$ cat src/source/keypad_pkg.sv
/*
 * Keypad display package
 * Timing constants in clock cycles, counter widths, vector types and the key map
 */
package keypad_pkg;

    typedef logic [3:0] key_code_t;     // Hex key value 0 to F
    typedef logic [3:0] line_vec_t;     // One bit per keypad column or row
    typedef logic [6:0] seg_t;          // Active low, g down to a

    // Scan timing, all in clk cycles
    localparam int SCAN_DWELL      = 4; // Must exceed SYNC_STAGES
    localparam int DEBOUNCE_CYCLES = 6;
    localparam int RELEASE_CYCLES  = 6;
    localparam int REFRESH_CYCLES  = 8;
    localparam int SYNC_STAGES     = 3;

    // Counter widths derived from the timing constants
    localparam int DWELL_W   = $clog2(SCAN_DWELL);
    localparam int STABLE_W  = $clog2((DEBOUNCE_CYCLES > RELEASE_CYCLES) ?
                                      DEBOUNCE_CYCLES : RELEASE_CYCLES) + 1;
    localparam int REFRESH_W = $clog2(REFRESH_CYCLES);

    /*
     * Key map indexed by {column, row}.
     * Each group of four is one column, rows 0 to 3.
     */
    localparam key_code_t KEY_MAP [16] = '{
        4'h1, 4'h4, 4'h7, 4'hA,         // Column 0
        4'h2, 4'h5, 4'h8, 4'h0,         // Column 1
        4'h3, 4'h6, 4'h9, 4'hB,         // Column 2
        4'hC, 4'hD, 4'hE, 4'hF          // Column 3
    };

endpackage

$ cat src/source/seven_seg_decoder.sv
/*
 * Hex to seven-segment decoder, active low segments g down to a
 */
`timescale 1ns/100ps

module seven_seg_decoder
    import keypad_pkg::*;
(
    input  key_code_t hex_value,
    output seg_t      seg
);

    always_comb begin
        case (hex_value)
            4'h0: seg = 7'b100_0000;
            4'h1: seg = 7'b111_1001;
            4'h2: seg = 7'b010_0100;
            4'h3: seg = 7'b011_0000;
            4'h4: seg = 7'b001_1001;
            4'h5: seg = 7'b001_0010;
            4'h6: seg = 7'b000_0010;
            4'h7: seg = 7'b111_1000;
            4'h8: seg = 7'b000_0000;
            4'h9: seg = 7'b001_0000;
            4'hA: seg = 7'b000_1000;
            4'hB: seg = 7'b000_0011;    // Lower case b
            4'hC: seg = 7'b100_0110;
            4'hD: seg = 7'b010_0001;    // Lower case d
            4'hE: seg = 7'b000_0110;
            default: seg = 7'b000_1110; // F
        endcase
    end

endmodule

$ cat src/source/keypad_scanner.sv
/*
 * Keypad scanner
 * Walks the columns, synchronizes the rows, debounces one single-row hit
 * and emits one key_valid strobe per press, then waits for release
 */
`timescale 1ns/100ps

module keypad_scanner
    import keypad_pkg::*;
(
    input  logic      clk,
    input  logic      rst_n,
    input  line_vec_t keypad_rows,
    output line_vec_t keypad_cols,
    output key_code_t key_code,
    output logic      key_valid
);

    typedef enum logic [2:0] {
        scan_col0,
        scan_col1,
        scan_col2,
        scan_col3,
        verify,
        hold
    } scan_state_t;

    scan_state_t         state;
    scan_state_t         next_scan;
    line_vec_t           rows_sync [SYNC_STAGES];
    line_vec_t           rows_s;
    logic [DWELL_W-1:0]  dwell_cnt;
    logic [STABLE_W-1:0] stable_cnt;
    logic [1:0]          active_col;
    logic [1:0]          cap_col;
    line_vec_t           cap_row;
    logic [1:0]          row_idx;
    key_code_t           decoded_key;
    logic                scanning;
    logic                dwell_done;
    logic                row_hit;
    logic                row_match;
    logic                rows_idle;
    logic                debounce_done;
    logic                release_done;
    logic                capture;
    logic                fire;

    // Row synchronizer, rows_s is the last stage
    always_ff @(posedge clk or negedge rst_n) begin
        if (!rst_n) begin
            rows_sync <= '{default: '0};
        end else begin
            rows_sync[0] <= keypad_rows;
            for (int i = 1; i < SYNC_STAGES; i++) begin
                rows_sync[i] <= rows_sync[i-1];
            end
        end
    end

    assign rows_s = rows_sync[SYNC_STAGES-1];

    // Column driven low and the column that follows it in the scan
    always_comb begin
        next_scan = scan_col0;
        case (state)
            scan_col0: begin
                active_col = 2'd0;
                next_scan  = scan_col1;
            end
            scan_col1: begin
                active_col = 2'd1;
                next_scan  = scan_col2;
            end
            scan_col2: begin
                active_col = 2'd2;
                next_scan  = scan_col3;
            end
            scan_col3: begin
                active_col = 2'd3;
                next_scan  = scan_col0;
            end
            default:   active_col = cap_col;   // Verify and hold keep the hit column low
        endcase
    end

    assign keypad_cols = ~(line_vec_t'(1) << active_col);

    assign scanning      = state inside {scan_col0, scan_col1, scan_col2, scan_col3};
    // Rows only reflect this column once the synchronizer has refilled
    assign dwell_done    = dwell_cnt == DWELL_W'(SCAN_DWELL - 1);
    assign row_hit       = $onehot(rows_s);
    assign row_match     = rows_s == cap_row;
    assign rows_idle     = rows_s == '0;
    assign debounce_done = stable_cnt == STABLE_W'(DEBOUNCE_CYCLES - 1);
    assign release_done  = stable_cnt == STABLE_W'(RELEASE_CYCLES - 1);
    assign capture       = scanning && dwell_done && row_hit;
    assign fire          = (state == verify) && row_match && debounce_done;

    // One-hot captured row to row number
    always_comb begin
        case (cap_row)
            4'b0010: row_idx = 2'd1;
            4'b0100: row_idx = 2'd2;
            4'b1000: row_idx = 2'd3;
            default: row_idx = 2'd0;
        endcase
    end

    assign decoded_key = KEY_MAP[{cap_col, row_idx}];

    always_ff @(posedge clk or negedge rst_n) begin
        if (!rst_n) begin
            state      <= scan_col0;
            dwell_cnt  <= '0;
            stable_cnt <= '0;
            key_valid  <= 1'b0;
        end else begin
            key_valid <= fire;
            case (state)
                scan_col0, scan_col1, scan_col2, scan_col3: begin
                    if (!dwell_done) begin
                        dwell_cnt <= dwell_cnt + 1'b1;
                    end else begin
                        dwell_cnt <= '0;
                        if (row_hit) begin
                            stable_cnt <= '0;
                            state      <= verify;
                        end else begin
                            state <= next_scan;
                        end
                    end
                end
                verify: begin
                    if (!row_match) begin
                        state <= scan_col0;       // Bounce or a second row, rescan
                    end else if (debounce_done) begin
                        stable_cnt <= '0;
                        state      <= hold;
                    end else begin
                        stable_cnt <= stable_cnt + 1'b1;
                    end
                end
                hold: begin
                    if (!rows_idle) begin
                        stable_cnt <= '0;
                    end else if (release_done) begin
                        stable_cnt <= '0;
                        state      <= scan_col0;
                    end else begin
                        stable_cnt <= stable_cnt + 1'b1;
                    end
                end
                default: state <= scan_col0;
            endcase
        end
    end

    // Hit position and decoded key
    always_ff @(posedge clk) begin
        if (capture) begin
            cap_col <= active_col;
            cap_row <= rows_s;
        end
        if (fire) begin
            key_code <= decoded_key;
        end
    end

    // One column low, and it stays put from capture until the scan resumes
    a_cols_one_cold: assert property (@(posedge clk) disable iff (!rst_n)
        ($onehot(~keypad_cols) || (keypad_cols == 4'b1111)) &&
        (scanning || $past(scanning) || $stable(keypad_cols)))
        else $error("keypad_cols not one-cold or moved during a press: %b", keypad_cols);

    a_valid_single: assert property (@(posedge clk) disable iff (!rst_n)
        key_valid |=> !key_valid)
        else $error("key_valid high two cycles in a row");

    a_valid_from_verify: assert property (@(posedge clk) disable iff (!rst_n)
        key_valid |-> ($past(state == verify) && (state == hold)))
        else $error("key_valid raised outside the verify to hold step");

endmodule

$ cat src/source/key_history.sv
/*
 * Key history
 * Two-deep shift of accepted key codes, newest and previous
 */
`timescale 1ns/100ps

module key_history
    import keypad_pkg::*;
(
    input  logic      clk,
    input  logic      rst_n,
    input  logic      key_valid,
    input  key_code_t key_code,
    output key_code_t newest_key,
    output key_code_t previous_key
);

    // Shift on each accepted press
    always_ff @(posedge clk or negedge rst_n) begin
        if (!rst_n) begin
            newest_key   <= '0;
            previous_key <= '0;
        end else if (key_valid) begin
            previous_key <= newest_key;
            newest_key   <= key_code;
        end
    end

    // Display contents only move after a press was accepted
    a_change_on_valid: assert property (@(posedge clk) disable iff (!rst_n)
        ($changed(newest_key) || $changed(previous_key)) |-> $past(key_valid))
        else $error("history changed without key_valid");

endmodule

$ cat src/source/display_mux.sv
/*
 * Two-digit display multiplexer
 * Alternates the digits every REFRESH_CYCLES through one shared decoder
 */
`timescale 1ns/100ps

module display_mux
    import keypad_pkg::*;
(
    input  logic       clk,
    input  logic       rst_n,
    input  key_code_t  newest_key,
    input  key_code_t  previous_key,
    output seg_t       seg,
    output logic [1:0] digit_en
);

    logic [REFRESH_W-1:0] refresh_cnt;
    logic                 refresh_end;
    logic [1:0]           en_next;
    key_code_t            shown_key;
    seg_t                 seg_next;

    assign refresh_end = refresh_cnt == REFRESH_W'(REFRESH_CYCLES - 1);
    assign en_next     = refresh_end ? ~digit_en : digit_en;

    // Decode the digit that will be enabled next cycle, bit 1 is newest
    assign shown_key = en_next[1] ? previous_key : newest_key;

    seven_seg_decoder seven_seg_decoder_i (
        .hex_value (shown_key),
        .seg       (seg_next)
    );

    // Pattern and enable move together so no ghosting appears
    always_ff @(posedge clk or negedge rst_n) begin
        if (!rst_n) begin
            refresh_cnt <= '0;
            digit_en    <= 2'b01;
            seg         <= 7'b100_0000; // Glyph 0, history is cleared
        end else begin
            refresh_cnt <= refresh_end ? '0 : refresh_cnt + 1'b1;
            digit_en    <= en_next;
            seg         <= seg_next;
        end
    end

    a_one_digit: assert property (@(posedge clk) disable iff (!rst_n)
        $onehot(~digit_en))
        else $error("digit_en not one-cold: %b", digit_en);

endmodule

$ cat src/source/keypad_display_top.sv
/*
 * Keypad display top
 * Scanner feeds the key history, history feeds the two-digit display
 */
`timescale 1ns/100ps

module keypad_display_top
    import keypad_pkg::*;
(
    input  logic       clk,
    input  logic       rst_n,
    input  line_vec_t  keypad_rows,
    output line_vec_t  keypad_cols,
    output seg_t       seg,
    output logic [1:0] digit_en,
    output logic       key_valid
);

    key_code_t key_code;
    key_code_t newest_key;
    key_code_t previous_key;

    keypad_scanner keypad_scanner_i (
        .clk         (clk),
        .rst_n       (rst_n),
        .keypad_rows (keypad_rows),
        .keypad_cols (keypad_cols),
        .key_code    (key_code),
        .key_valid   (key_valid)
    );

    // Last two accepted keys
    key_history key_history_i (
        .clk          (clk),
        .rst_n        (rst_n),
        .key_valid    (key_valid),
        .key_code     (key_code),
        .newest_key   (newest_key),
        .previous_key (previous_key)
    );

    display_mux display_mux_i (
        .clk          (clk),
        .rst_n        (rst_n),
        .newest_key   (newest_key),
        .previous_key (previous_key),
        .seg          (seg),
        .digit_en     (digit_en)
    );

endmodule

$ cat config.mk
export PLATFORM = sky130hd
export DESIGN_NAME = keypad_display_top
export DESIGN_NICKNAME = d
export VERILOG_FILES = /design/src/source/keypad_pkg.sv /design/src/source/seven_seg_decoder.sv /design/src/source/keypad_scanner.sv /design/src/source/key_history.sv /design/src/source/display_mux.sv /design/src/source/keypad_display_top.sv
export SDC_FILE = /design/constraint.sdc
export NUM_CORES = 1
export LEC_CHECK = 0
export BUFFER_PORTS_ARGS = -buffer_cell sky130_fd_sc_hd__buf_4
export CAP_MARGIN = 15
export CORE_ASPECT_RATIO = 1.1
export CORE_MARGIN = 3
export CORE_UTILIZATION = 30
export CTS_CLUSTER_SIZE = 14
export DETAILED_ROUTE_END_ITERATION = 8
export PLACE_DENSITY = 0.46
export SLEW_MARGIN = 20
export SYNTH_ARGS = -nofsm -noshare
export SYNTH_HDL_FRONTEND = slang
export SYNTH_SLANG_ARGS = --single-unit
export TNS_END_PERCENT = 1
$ cat constraint.sdc
create_clock -name clk -period 2.9 [get_ports clk]
set_input_delay 0.435 -clock clk [delete_from_list [all_inputs] [get_ports clk]]
set_output_delay 0.435 -clock clk [all_outputs]
set_load 0.01 [all_outputs]
==> metrics.cfg, run 1 <==
[setup_path]
r2r_start = keypad_scanner_i.rows_s[2]
critPathMaxStageDelay_ns = 0.45
cp_data_required_time_ns = 2.87
startpoint = keypad_scanner_i.rows_s[2]
reg2reg_to = keypad_scanner_i.cap_col[0]
crit_chain = inv_1 -> ha_1 -> ha_1 -> fa_1 -> nor4b_1 -> and2_1
worstSetupEndpointType = register
crit_fanout = 6
r2r_slack_ns = 0.31
crit_path_frequent_cell = ha_1
path_class = reg -> reg
start_kind = register
r2r_cells = 6
cp_data_arrival_time_ns = 2.57
slowest_stage = fa_1

[floorplan]
rows = 34
initial_core_util_pct = 31.3
core_area_mm2 = 0.00804
die_h_um = 102
dieArea_mm2 = 0.00953
io_pins = 20
die_w_um = 93.4

[sta]
setup_viol = 0
rsz0062_at_grt = false
max_freq_mhz = 385
worstMarginPinSlew_ns = 0.522
relSlewSlack_pct = 65.2
period_minus_slack_ns = 2.59
fin_skew_ns = 0.0120
period_share_pct = 89.5
final_hold_viol_count = 0
finalMaxSlewViolations = 0
tns_ns = 0

[cts]
clk_latency_ns = 0.30
cts_tree = built
cts_htree_levels = 2
path_clk_slew_ns = 0.10
cts_sinks = 52
cts-buffers-inserted = 5
cts_max_path_buffers = 2
cts-root-buf = clkbuf_8
cts_resized = 0
cts_setup_buffers = 0
hold_buffers = 0

[synth]
synthArstFlopShare_pct = 80.8
synthDominantCellAreaShare_pct = 39.7
yosysSeqAreaShare_pct = 53.8
yosys.area.top_type = dfrtp_1
synth-edff-count = 10
synth.distinct_cells = 42
synth-seq-cells = 52
synth_area_per_cell_um2 = 12.5
mappedNetlistArea_mm2 = 0.00252
synth_nets = 229
syn_inst = 202
ys.flop_type = dfrtp_1
yosysWarnings = 0
synth_area_leaders = dfrtp_1, edfxtp_1, ha_1, mux2i_1, mux2_2

[cells_and_area]
areaGrowthSynthToFinish_pct = 14.7
drive_gt1_share_pct = 21.6
nFillCells = 801
finish.instance_area_mm2 = 0.00289
antenna_cells = 0
nets = 253

[grt]
grt_pass1_wl_um = 7250
grt.overflow.total = 0
grt_pass1_vias = 1461
grt_usage_pct = 9.65
grt_max_degree = 43
antenna_found_initial = 0

[drt]
vias = 1487
wl_per_cell_um = 12.1
drt_first_pass_iters = 4
drtIter0Drc = 66
avgViaCountPerCell = 4.44
ant_nets = 0
route.detailed.drc = 0
finalWirelength_um = 4040

[power]
power.switching_uw = 553
leakage_uw = 0.00139
p_comb_share_pct = 23.5
vdd_ir_drop_max_mv = 0.407
finalPower_uw = 1740
p_int_uw = 1190
clockPowerShare_pct = 24.1
swShare_pct = 31.8
power_frac_seq_pct = 52.4
powerDensity_mw_per_mm2 = 603

[placed_design]
numPortBuffers = 19
placedInstanceArea_mm2 = 0.00280
gp_congestion = 0.776
hpwl_um = 2930

[job]
cap_violations = 0

[worst_hold_path]
hp-class = in -> async

[run_status]
outcome = finished clean

flip-flops by register name, indices dropped and copies added (netlist names):
| signal | flops |
|---|---|
| keypad_scanner_i.rows_sync | 8 |
| display_mux_i.seg | 7 |
| key_history_i.newest_key | 4 |
| key_history_i.previous_key | 4 |
| keypad_scanner_i.cap_row | 4 |
| keypad_scanner_i.key_code | 4 |
| keypad_scanner_i.rows_s | 4 |
| keypad_scanner_i.stable_cnt | 4 |
| display_mux_i.refresh_cnt | 3 |
| keypad_scanner_i.state | 3 |
| display_mux_i.digit_en | 2 |
| keypad_scanner_i.cap_col | 2 |
| keypad_scanner_i.dwell_cnt | 2 |
| keypad_scanner_i.key_valid | 1 |
Yosys cell counts (2+ instances only):
cell type / instances
nor3_1: 4
o22ai_1: 2
o31ai_1: 6
clkbuf_1: 5
a211oi_1: 2
edfxtp_1: 10
mux2_2: 11
dfstp_2: 2
or3_1: 2
inv_1: 15
o21ai_0: 6
a21oi_1: 5
nor2b_1: 2
dfrtp_1: 40
a31oi_1: 2
xnor2_1: 8
mux2i_1: 14
ha_1: 20
nor2_1: 9
nand2b_1: 3
nand3_1: 4
nand2_1: 10
stage by stage:
stage / instances / setup slack (ns) / util, % / hold slack (ns)
after floorplan: 202 / 0.392 / - / 0.139
after global placement: 327 / 0.339 / 34.8 / 0.334
after detailed placement: 327 / 0.297 / 34.8 / 0.335
after CTS: 335 / 0.282 / 35.9 / 0.121
after global routing: 335 / 0.0548 / 35.9 / 0.134
final: 335 / 0.306 / 35.9 / 0.101
critical path: cells and delay by family (launching register included):
kind,cells,cell delay [ns]
and+or+nand+nor,2,0.84
buffers and inverters,1,0.06
adders and majority gates,3,0.95
DFF,1,0.41
worst max-delay path by stage:
stage / endpoint / slack (ns) / depth (start not counted)
after floorplan: display_mux_i.seg[3] / 0.39 / 7
after global placement: keypad_scanner_i.cap_col[1] / 0.34 / 6
after detailed placement: keypad_scanner_i.cap_col[0] / 0.30 / 6
after CTS: keypad_scanner_i.cap_col[0] / 0.28 / 6
after global routing: keypad_scanner_i.stable_cnt[2] / 0.05 / 8
final: keypad_scanner_i.cap_col[0] / 0.31 / 6
cells in the final DEF (no fill, tap or decap), types with 5 or more instances in the layout:
cell type   n
buf_4      24
clkbuf_8    5
nand2_1    10
edfxtp_1   10
o21ai_0     6
mux2_2     11
ha_1       20
a21oi_1     5
o31ai_1     6
nor2_1      9
dfrtp_1    40
mux2i_1    14
xnor2_1     8
inv_1      15
cell type report:
class	instances	area, µm²	area share [%]
flip-flops and latches	52	1350	46.9
well taps	108	135	4.68
clock inverters	3	22.5	0.780
clock buffers	5	68.8	2.38
multi-input cells	128	1070	37.1
inverters	15	56.3	1.95
repair buffers	24	180	6.24
cell families (layout without fill, tap and decap cells):
group | count (synthesis) | in the layout | share of synthesized area (%)
DFF | 52 | 52 | 53.8
and+or+nand+nor | 43 | 43 | 9.14
AOI/OAI and AO/OA | 28 | 28 | 7.35
muxes | 26 | 26 | 11.5
buffers and inverters | 22 | 47 | 3.73
adders and majority gates | 21 | 21 | 10.7
xor gates and xnor gates | 10 | 10 | 3.78
power by group through the flow:
stage | registers (µW) | clock network, µW | logic, µW
final | 911 | 420 | 409
after global routing | 928 | 480 | 469
after CTS | 912 | 448 | 417
after detailed placement | 927 | 0 | 413
after global placement | 927 | 0 | 412
after floorplan | 873 | 0 | 329
routing by layer:
metal  vias to the layer above  wire length [µm]  track usage (%)
met3                         4               159             2.50
met4                         0                72             3.72
met2                        25              1840             15.3
li1                        756                 -                -
met1                       702              1970             12.7
met5                         -                 0                0
Power figures use the tool's default switching activity.
==> run 2, diff against run 1 <==
--- a/config.mk
+++ b/config.mk
@@ -9,10 +9,11 @@
 export CAP_MARGIN = 15
 export CORE_ASPECT_RATIO = 1.1
 export CORE_MARGIN = 3
-export CORE_UTILIZATION = 30
+export CORE_UTILIZATION = 45
 export CTS_CLUSTER_SIZE = 14
 export DETAILED_ROUTE_END_ITERATION = 8
-export PLACE_DENSITY = 0.46
+export PLACE_DENSITY = 0.63
+export SKIP_CTS_REPAIR_TIMING = 1
 export SLEW_MARGIN = 20
 export SYNTH_ARGS = -nofsm -noshare
 export SYNTH_HDL_FRONTEND = slang
==> run 2 against run 1 <==
Compared with the run above: total power fell by 2.2%; register-to-register slack got worse by 0.10 ns; clock skew fell by 0.0066 ns; clock-buffer cell count rose by 2; design area fell by 1.9%; clock power fell by 11%; highest routed layer unchanged.
==> metrics.cfg, run 2 (same netlist as run 1, synthesis figures left out) <==
[floorplan]
die_h_um = 84.5  ; -17%
io_pins = 20  ; unchanged
dieArea_mm2 = 0.00653  ; -31%
core_area_mm2 = 0.00520  ; -35%
initial_core_util_pct = 48.4  ; +17 points
die_w_um = 77.3  ; -17%
rows = 27  ; -21%

[cells_and_area]
layout_commonest_cell = dfrtp_1
reg_top3 = keypad_scanner_i.rows_sync (8), display_mux_i.seg (7)
largest_reg_flops = 8  ; unchanged
regMostFlops = keypad_scanner_i.rows_sync
antenna_cells = 0  ; unchanged
fin_util_pct = 54.5  ; +19 points
nets = 252  ; -0.40%
final_cell_mix = dfrtp_1, buf_4, ha_1
drive_gt1_share_pct = 20.8  ; -0.79 points
areaGrowthSynthToFinish_pct = 12.5

[drt]
drtIter0Drc = 37  ; -44%
drt_first_pass_iters = 5  ; +1
finalWirelength_um = 3970  ; -1.9%
route.detailed.drc = 0  ; unchanged
wl_per_cell_um = 13.3  ; +10%
vias = 1521  ; +2.3%
ant_nets = 0  ; unchanged
avgViaCountPerCell = 5.10  ; +15%

[cts]
cts_tree = built
cts_htree_levels = 2  ; unchanged
cts_sinks = 52  ; unchanged
cts-buffers-inserted = 5  ; unchanged
clk_latency_ns = 0.29  ; about the same
path_clk_slew_ns = 0.08  ; -0.02 ns
cts_max_path_buffers = 2  ; unchanged
cts-root-buf = clkbuf_8

[sta]
final_hold_viol_count = 0  ; unchanged
finalMaxSlewViolations = 0  ; unchanged
relSlewSlack_pct = 66.4  ; +1.2 points
period_minus_slack_ns = 2.69  ; +0.100 ns
rsz0062_at_grt = false
fin_skew_ns = 0.00536  ; -0.00660 ns
max_freq_mhz = 371  ; -3.7%
period_share_pct = 92.9  ; +3.5 points
setup_viol = 0  ; unchanged
worstMarginPinSlew_ns = 0.504  ; -0.0182 ns
tns_ns = 0  ; unchanged

[grt]
grt_max_degree = 43  ; unchanged
grt_most_used_layer = met2
grt_pass1_vias = 1558  ; +6.6%
grt_pass1_wl_um = 6960  ; -4.1%
gr-usage-met3_pct = 3.22  ; +0.72 points
antenna_found_initial = 0  ; unchanged
grt.overflow.total = 0  ; unchanged
use_met1_pct = 15.7  ; +3.0 points
grt_usage_pct = 13.2  ; +3.6 points
use_met2_pct = 22.5  ; +7.2 points

[setup_path]
critPathMaxStageDelay_ns = 0.49  ; +0.04 ns
crit_buf_inv = 1  ; unchanged
crit_path_frequent_cell = ha_1
cp_data_arrival_time_ns = 2.86  ; +0.29 ns
worstSetupEndpointType = register
cp_data_required_time_ns = 3.06  ; +0.19 ns
critPathTopFamily = multiplexers
start_kind = register
crit_fanout = 5  ; -1
path_class = reg -> reg
slowest_stage = mux4_1
r2r_start = display_mux_i.refresh_cnt[0]
crit_chain = ha_1 -> ha_1 -> xnor2_2 -> mux2i_2 -> inv_1 -> ha_1 -> mux4_1
startpoint = display_mux_i.refresh_cnt[0]

[job]
cap_violations = 0  ; unchanged

[run_status]
outcome = finished clean

[placed_design]
gp_congestion = 0.855  ; +10%
hpwl_um = 2940  ; +0.31%
numPortBuffers = 19  ; unchanged

[power]
leakage_uw = 0.00137  ; -1.2%
vdd_ir_drop_max_mv = 0.452  ; +11%
powerDensity_mw_per_mm2 = 601  ; -0.35%

[worst_hold_path]
hp-class = in -> async

[run 2: cell count changes in the layout (fill, tap and decap cells not counted), sizes merged]
cell	before	now
clkbuf	5	7
buf	24	23
clkinv	2	1
inv	16	15
[run 2: layer usage]
metal | wire (µm) | share of wire (%)
met5 | 0 | 0
met4 | 67 | 1.7
met3 | 148 | 3.7
met2 | 2030 | 51
met1 | 1720 | 43
[run 2: power breakdown]
part           total (µW)  internal [µW]  switching (µW)
clock network         373            168             205
registers             915            819            96.9
logic                 413            197             216
total                1700           1180             518
[run 2: cell type report]
| type | instances | area, µm² |
|---|---|---|
| clock buffers | 7 | 76.3 |
| clock inverters | 1 | 3.75 |
| fillers | 440 | 2370 |
| inverters | 15 | 56.3 |
| multi-input cells | 128 | 1080 |
| flip-flops and latches | 52 | 1350 |
| well taps | 72 | 90.1 |
| repair buffers | 23 | 173 |
[run 2: through the flow]
stage	worst slack, ns	cell area (µm²)	hold slack, ns	total power (µW)	cells
4_1_cts	0.0964	2820	0.118	1720	298
6_report	0.205	2830	0.107	1700	298
3_5_place_dp	0.120	2740	0.338	1340	290
3_3_place_gp	0.293	2740	0.334	1310	290
5_1_grt	0.0793	2830	0.136	1820	298
2_1_floorplan	0.392	2520	0.139	1200	202
[run 2: worst paths after layout]
path,end,slack [ns],cells after the start
hold reg to reg,keypad_scanner_i.rows_s[0],0.35,0
setup / recovery,display_mux_i.seg[3],0.21,7
setup reg to reg,display_mux_i.seg[3],0.21,7
max in group asynchronous,display_mux_i.seg[6],2.43,1
min in group clk,keypad_scanner_i.rows_sync[10],0.25,1
hold / removal,display_mux_i.refresh_cnt[1],0.11,1
==> run 3, diff against run 2 <==
--- a/config.mk
+++ b/config.mk
@@ -12,7 +12,7 @@
 export CORE_UTILIZATION = 45
 export CTS_CLUSTER_SIZE = 14
 export DETAILED_ROUTE_END_ITERATION = 8
-export PLACE_DENSITY = 0.63
+export PLACE_DENSITY_LB_ADDON = 0.3
 export SKIP_CTS_REPAIR_TIMING = 1
 export SLEW_MARGIN = 20
 export SYNTH_ARGS = -nofsm -noshare
==> run 3 against run 2 <==
Compared with the run above: routed wire length shrank 4.4%; global-route usage up 0.21 points; clock skew up 0.00067 ns; flip-flop and latch count stayed put; first-iteration DRC count increased by 59%; clock power increased by 14%; maximum frequency is 5.3% higher; sequential share of layout area shrank 0.31 points; non-clock buffer count increased by 1; largest cell class unchanged; highest routed layer unchanged.
==> metrics.cfg, run 3 (same netlist as run 1, synthesis figures left out) <==
[sta]
finalMaxSlewViolations = 0  ; unchanged
worstMarginPinSlew_ns = 0.524  ; +0.0194 ns
final_hold_viol_count = 0  ; unchanged
rsz0062_at_grt = false
tns_ns = 0  ; unchanged
setup_viol = 0  ; unchanged
max_freq_mhz = 391  ; +5.3%
relSlewSlack_pct = 64.1  ; -2.3 points
whs_ns = 0.101  ; -0.00641 ns
period_share_pct = 88.3  ; -4.7 points
fin_skew_ns = 0.00603  ; +0.000672 ns
period_minus_slack_ns = 2.56  ; -0.136 ns

[floorplan]
core_area_mm2 = 0.00520  ; unchanged
rows = 27  ; unchanged
die_h_um = 84.5  ; unchanged
dieArea_mm2 = 0.00653  ; unchanged
die_w_um = 77.3  ; unchanged
initial_core_util_pct = 48.4  ; unchanged
io_pins = 20  ; unchanged

[setup_path]
cp_data_required_time_ns = 3.08  ; +0.02 ns
path_class = reg -> reg
start_kind = register
r2r_slack_ns = 0.34  ; +0.14 ns
cp_data_arrival_time_ns = 2.74  ; -0.12 ns
worstSetupEndpointType = register
crit_fanout = 7  ; +2

[drt]
vias = 1529  ; +0.53%
finalWirelength_um = 3790  ; -4.4%
route.detailed.drc = 0  ; unchanged
drt_first_pass_iters = 4  ; -1
wl_per_cell_um = 12.7  ; -4.7%
drtIter0Drc = 59  ; +59%
ant_nets = 0  ; unchanged
avgViaCountPerCell = 5.11  ; +0.19%

[grt]
grt_usage_pct = 13.4  ; +0.21 points
grt_max_degree = 43  ; unchanged
grt_pass1_wl_um = 7080  ; +1.8%
grt.overflow.total = 0  ; unchanged
grt_pass1_vias = 1581  ; +1.5%
antenna_found_initial = 0  ; unchanged

[placed_design]
numPortBuffers = 19  ; unchanged
gp_congestion = 0.826  ; -3.5%
hpwl_um = 2750  ; -6.4%
placedInstanceArea_mm2 = 0.00275  ; +0.27%
post-place-cells = 291  ; +0.34%

[cells_and_area]
largest_reg_flops = 8  ; unchanged
areaGrowthSynthToFinish_pct = 13.3
final_cell_mix = dfrtp_1, buf_4, ha_1
multi_input_area_mm2 = 0.00108  ; -0.35%
antenna_cells = 0  ; unchanged
regMostFlops = keypad_scanner_i.rows_sync
nFillCells = 469  ; +6.6%
nets = 253  ; +0.40%
reg_top3 = keypad_scanner_i.rows_sync (8), display_mux_i.seg (7)
drive_gt1_share_pct = 22.0  ; +1.2 points
regArea_mm2 = 0.00135  ; unchanged
final_cells = 299  ; +0.34%
layout_commonest_cell = dfrtp_1
finish.instance_area_mm2 = 0.00285  ; +0.66%

[cts]
cts-buffers-inserted = 5  ; unchanged
clk_latency_ns = 0.30  ; about the same
cts_htree_levels = 2  ; unchanged
cts_tree = built
cts_sinks = 52  ; unchanged
path_clk_slew_ns = 0.10  ; +0.02 ns
cts_max_path_buffers = 2  ; unchanged
cts-root-buf = clkbuf_8

[power]
leakage_uw = 0.00139  ; +1.4%
vdd_ir_drop_max_mv = 0.539  ; +19%
powerDensity_mw_per_mm2 = 614  ; +2.3%

[worst_hold_path]
hp-class = in -> async

[run_status]
outcome = finished clean

[job]
cap_violations = 0  ; unchanged

run 3: cell types whose count changed in the layout (fill, tap and decap cells not counted):
cell      change
clkinv_4      +1
inv_6         +2
clkbuf_1      -2
clkinv_1      -1
buf_4         +1
mux2i_1       +1
mux2i_2       -1
run 3: final cells by class:
| type | count | area share [%] |
|---|---|---|
| flip-flops and latches | 52 | 47.5 |
| multi-input cells | 128 | 37.8 |
| repair buffers | 24 | 6.32 |
| well taps | 72 | 3.16 |
| clock buffers | 5 | 2.41 |
| inverters | 15 | 1.97 |
| clock inverters | 3 | 0.921 |
run 3: metrics by stage:
stage	setup slack (ns)	total power, µW	utilization, %
floorplan	0.392	1200	-
global placement	0.338	1330	52.9
detailed placement	0.283	1340	52.9
CTS	0.253	1770	54.7
global route	0.152	1880	54.8
finish	0.341	1750	54.8
run 3: worst paths after layout:
check,start,to,cells after the start
min in group clk,keypad_rows[2],keypad_scanner_i.rows_sync[10],1
worst min register to register,keypad_scanner_i.rows_sync[9],keypad_scanner_i.rows_sync[5],0
worst max register to register,display_mux_i.refresh_cnt[0],display_mux_i.seg[3],7
worst max-delay path,display_mux_i.refresh_cnt[0],display_mux_i.seg[3],7
max in group asynchronous,rst_n,display_mux_i.digit_en[0],1
worst min-delay path,rst_n,keypad_scanner_i.stable_cnt[2],1
run 3: power breakdown:
part	internal (µW)	switching, µW
Combinational	196	214
Clock	178	247
Sequential	819	98.6
run 3: routing by layer:
metal | global-route usage (%) | routed length, µm | part of all wire [%]
met3 | 4.18 | 166 | 4.4
met1 | 16.0 | 1760 | 46
met2 | 22.9 | 1830 | 48
met5 | 0 | 0 | 0
met4 | 4.69 | 34 | 0.90
run 3: critical path: stages, from the launching register on:
cell and delay (ns):
dfrtp_1 0.39, ha_1 0.20, ha_1 0.24, xnor2_2 0.21, mux2i_1 0.50, inv_1 0.15
ha_1 0.26, mux4_1 0.48
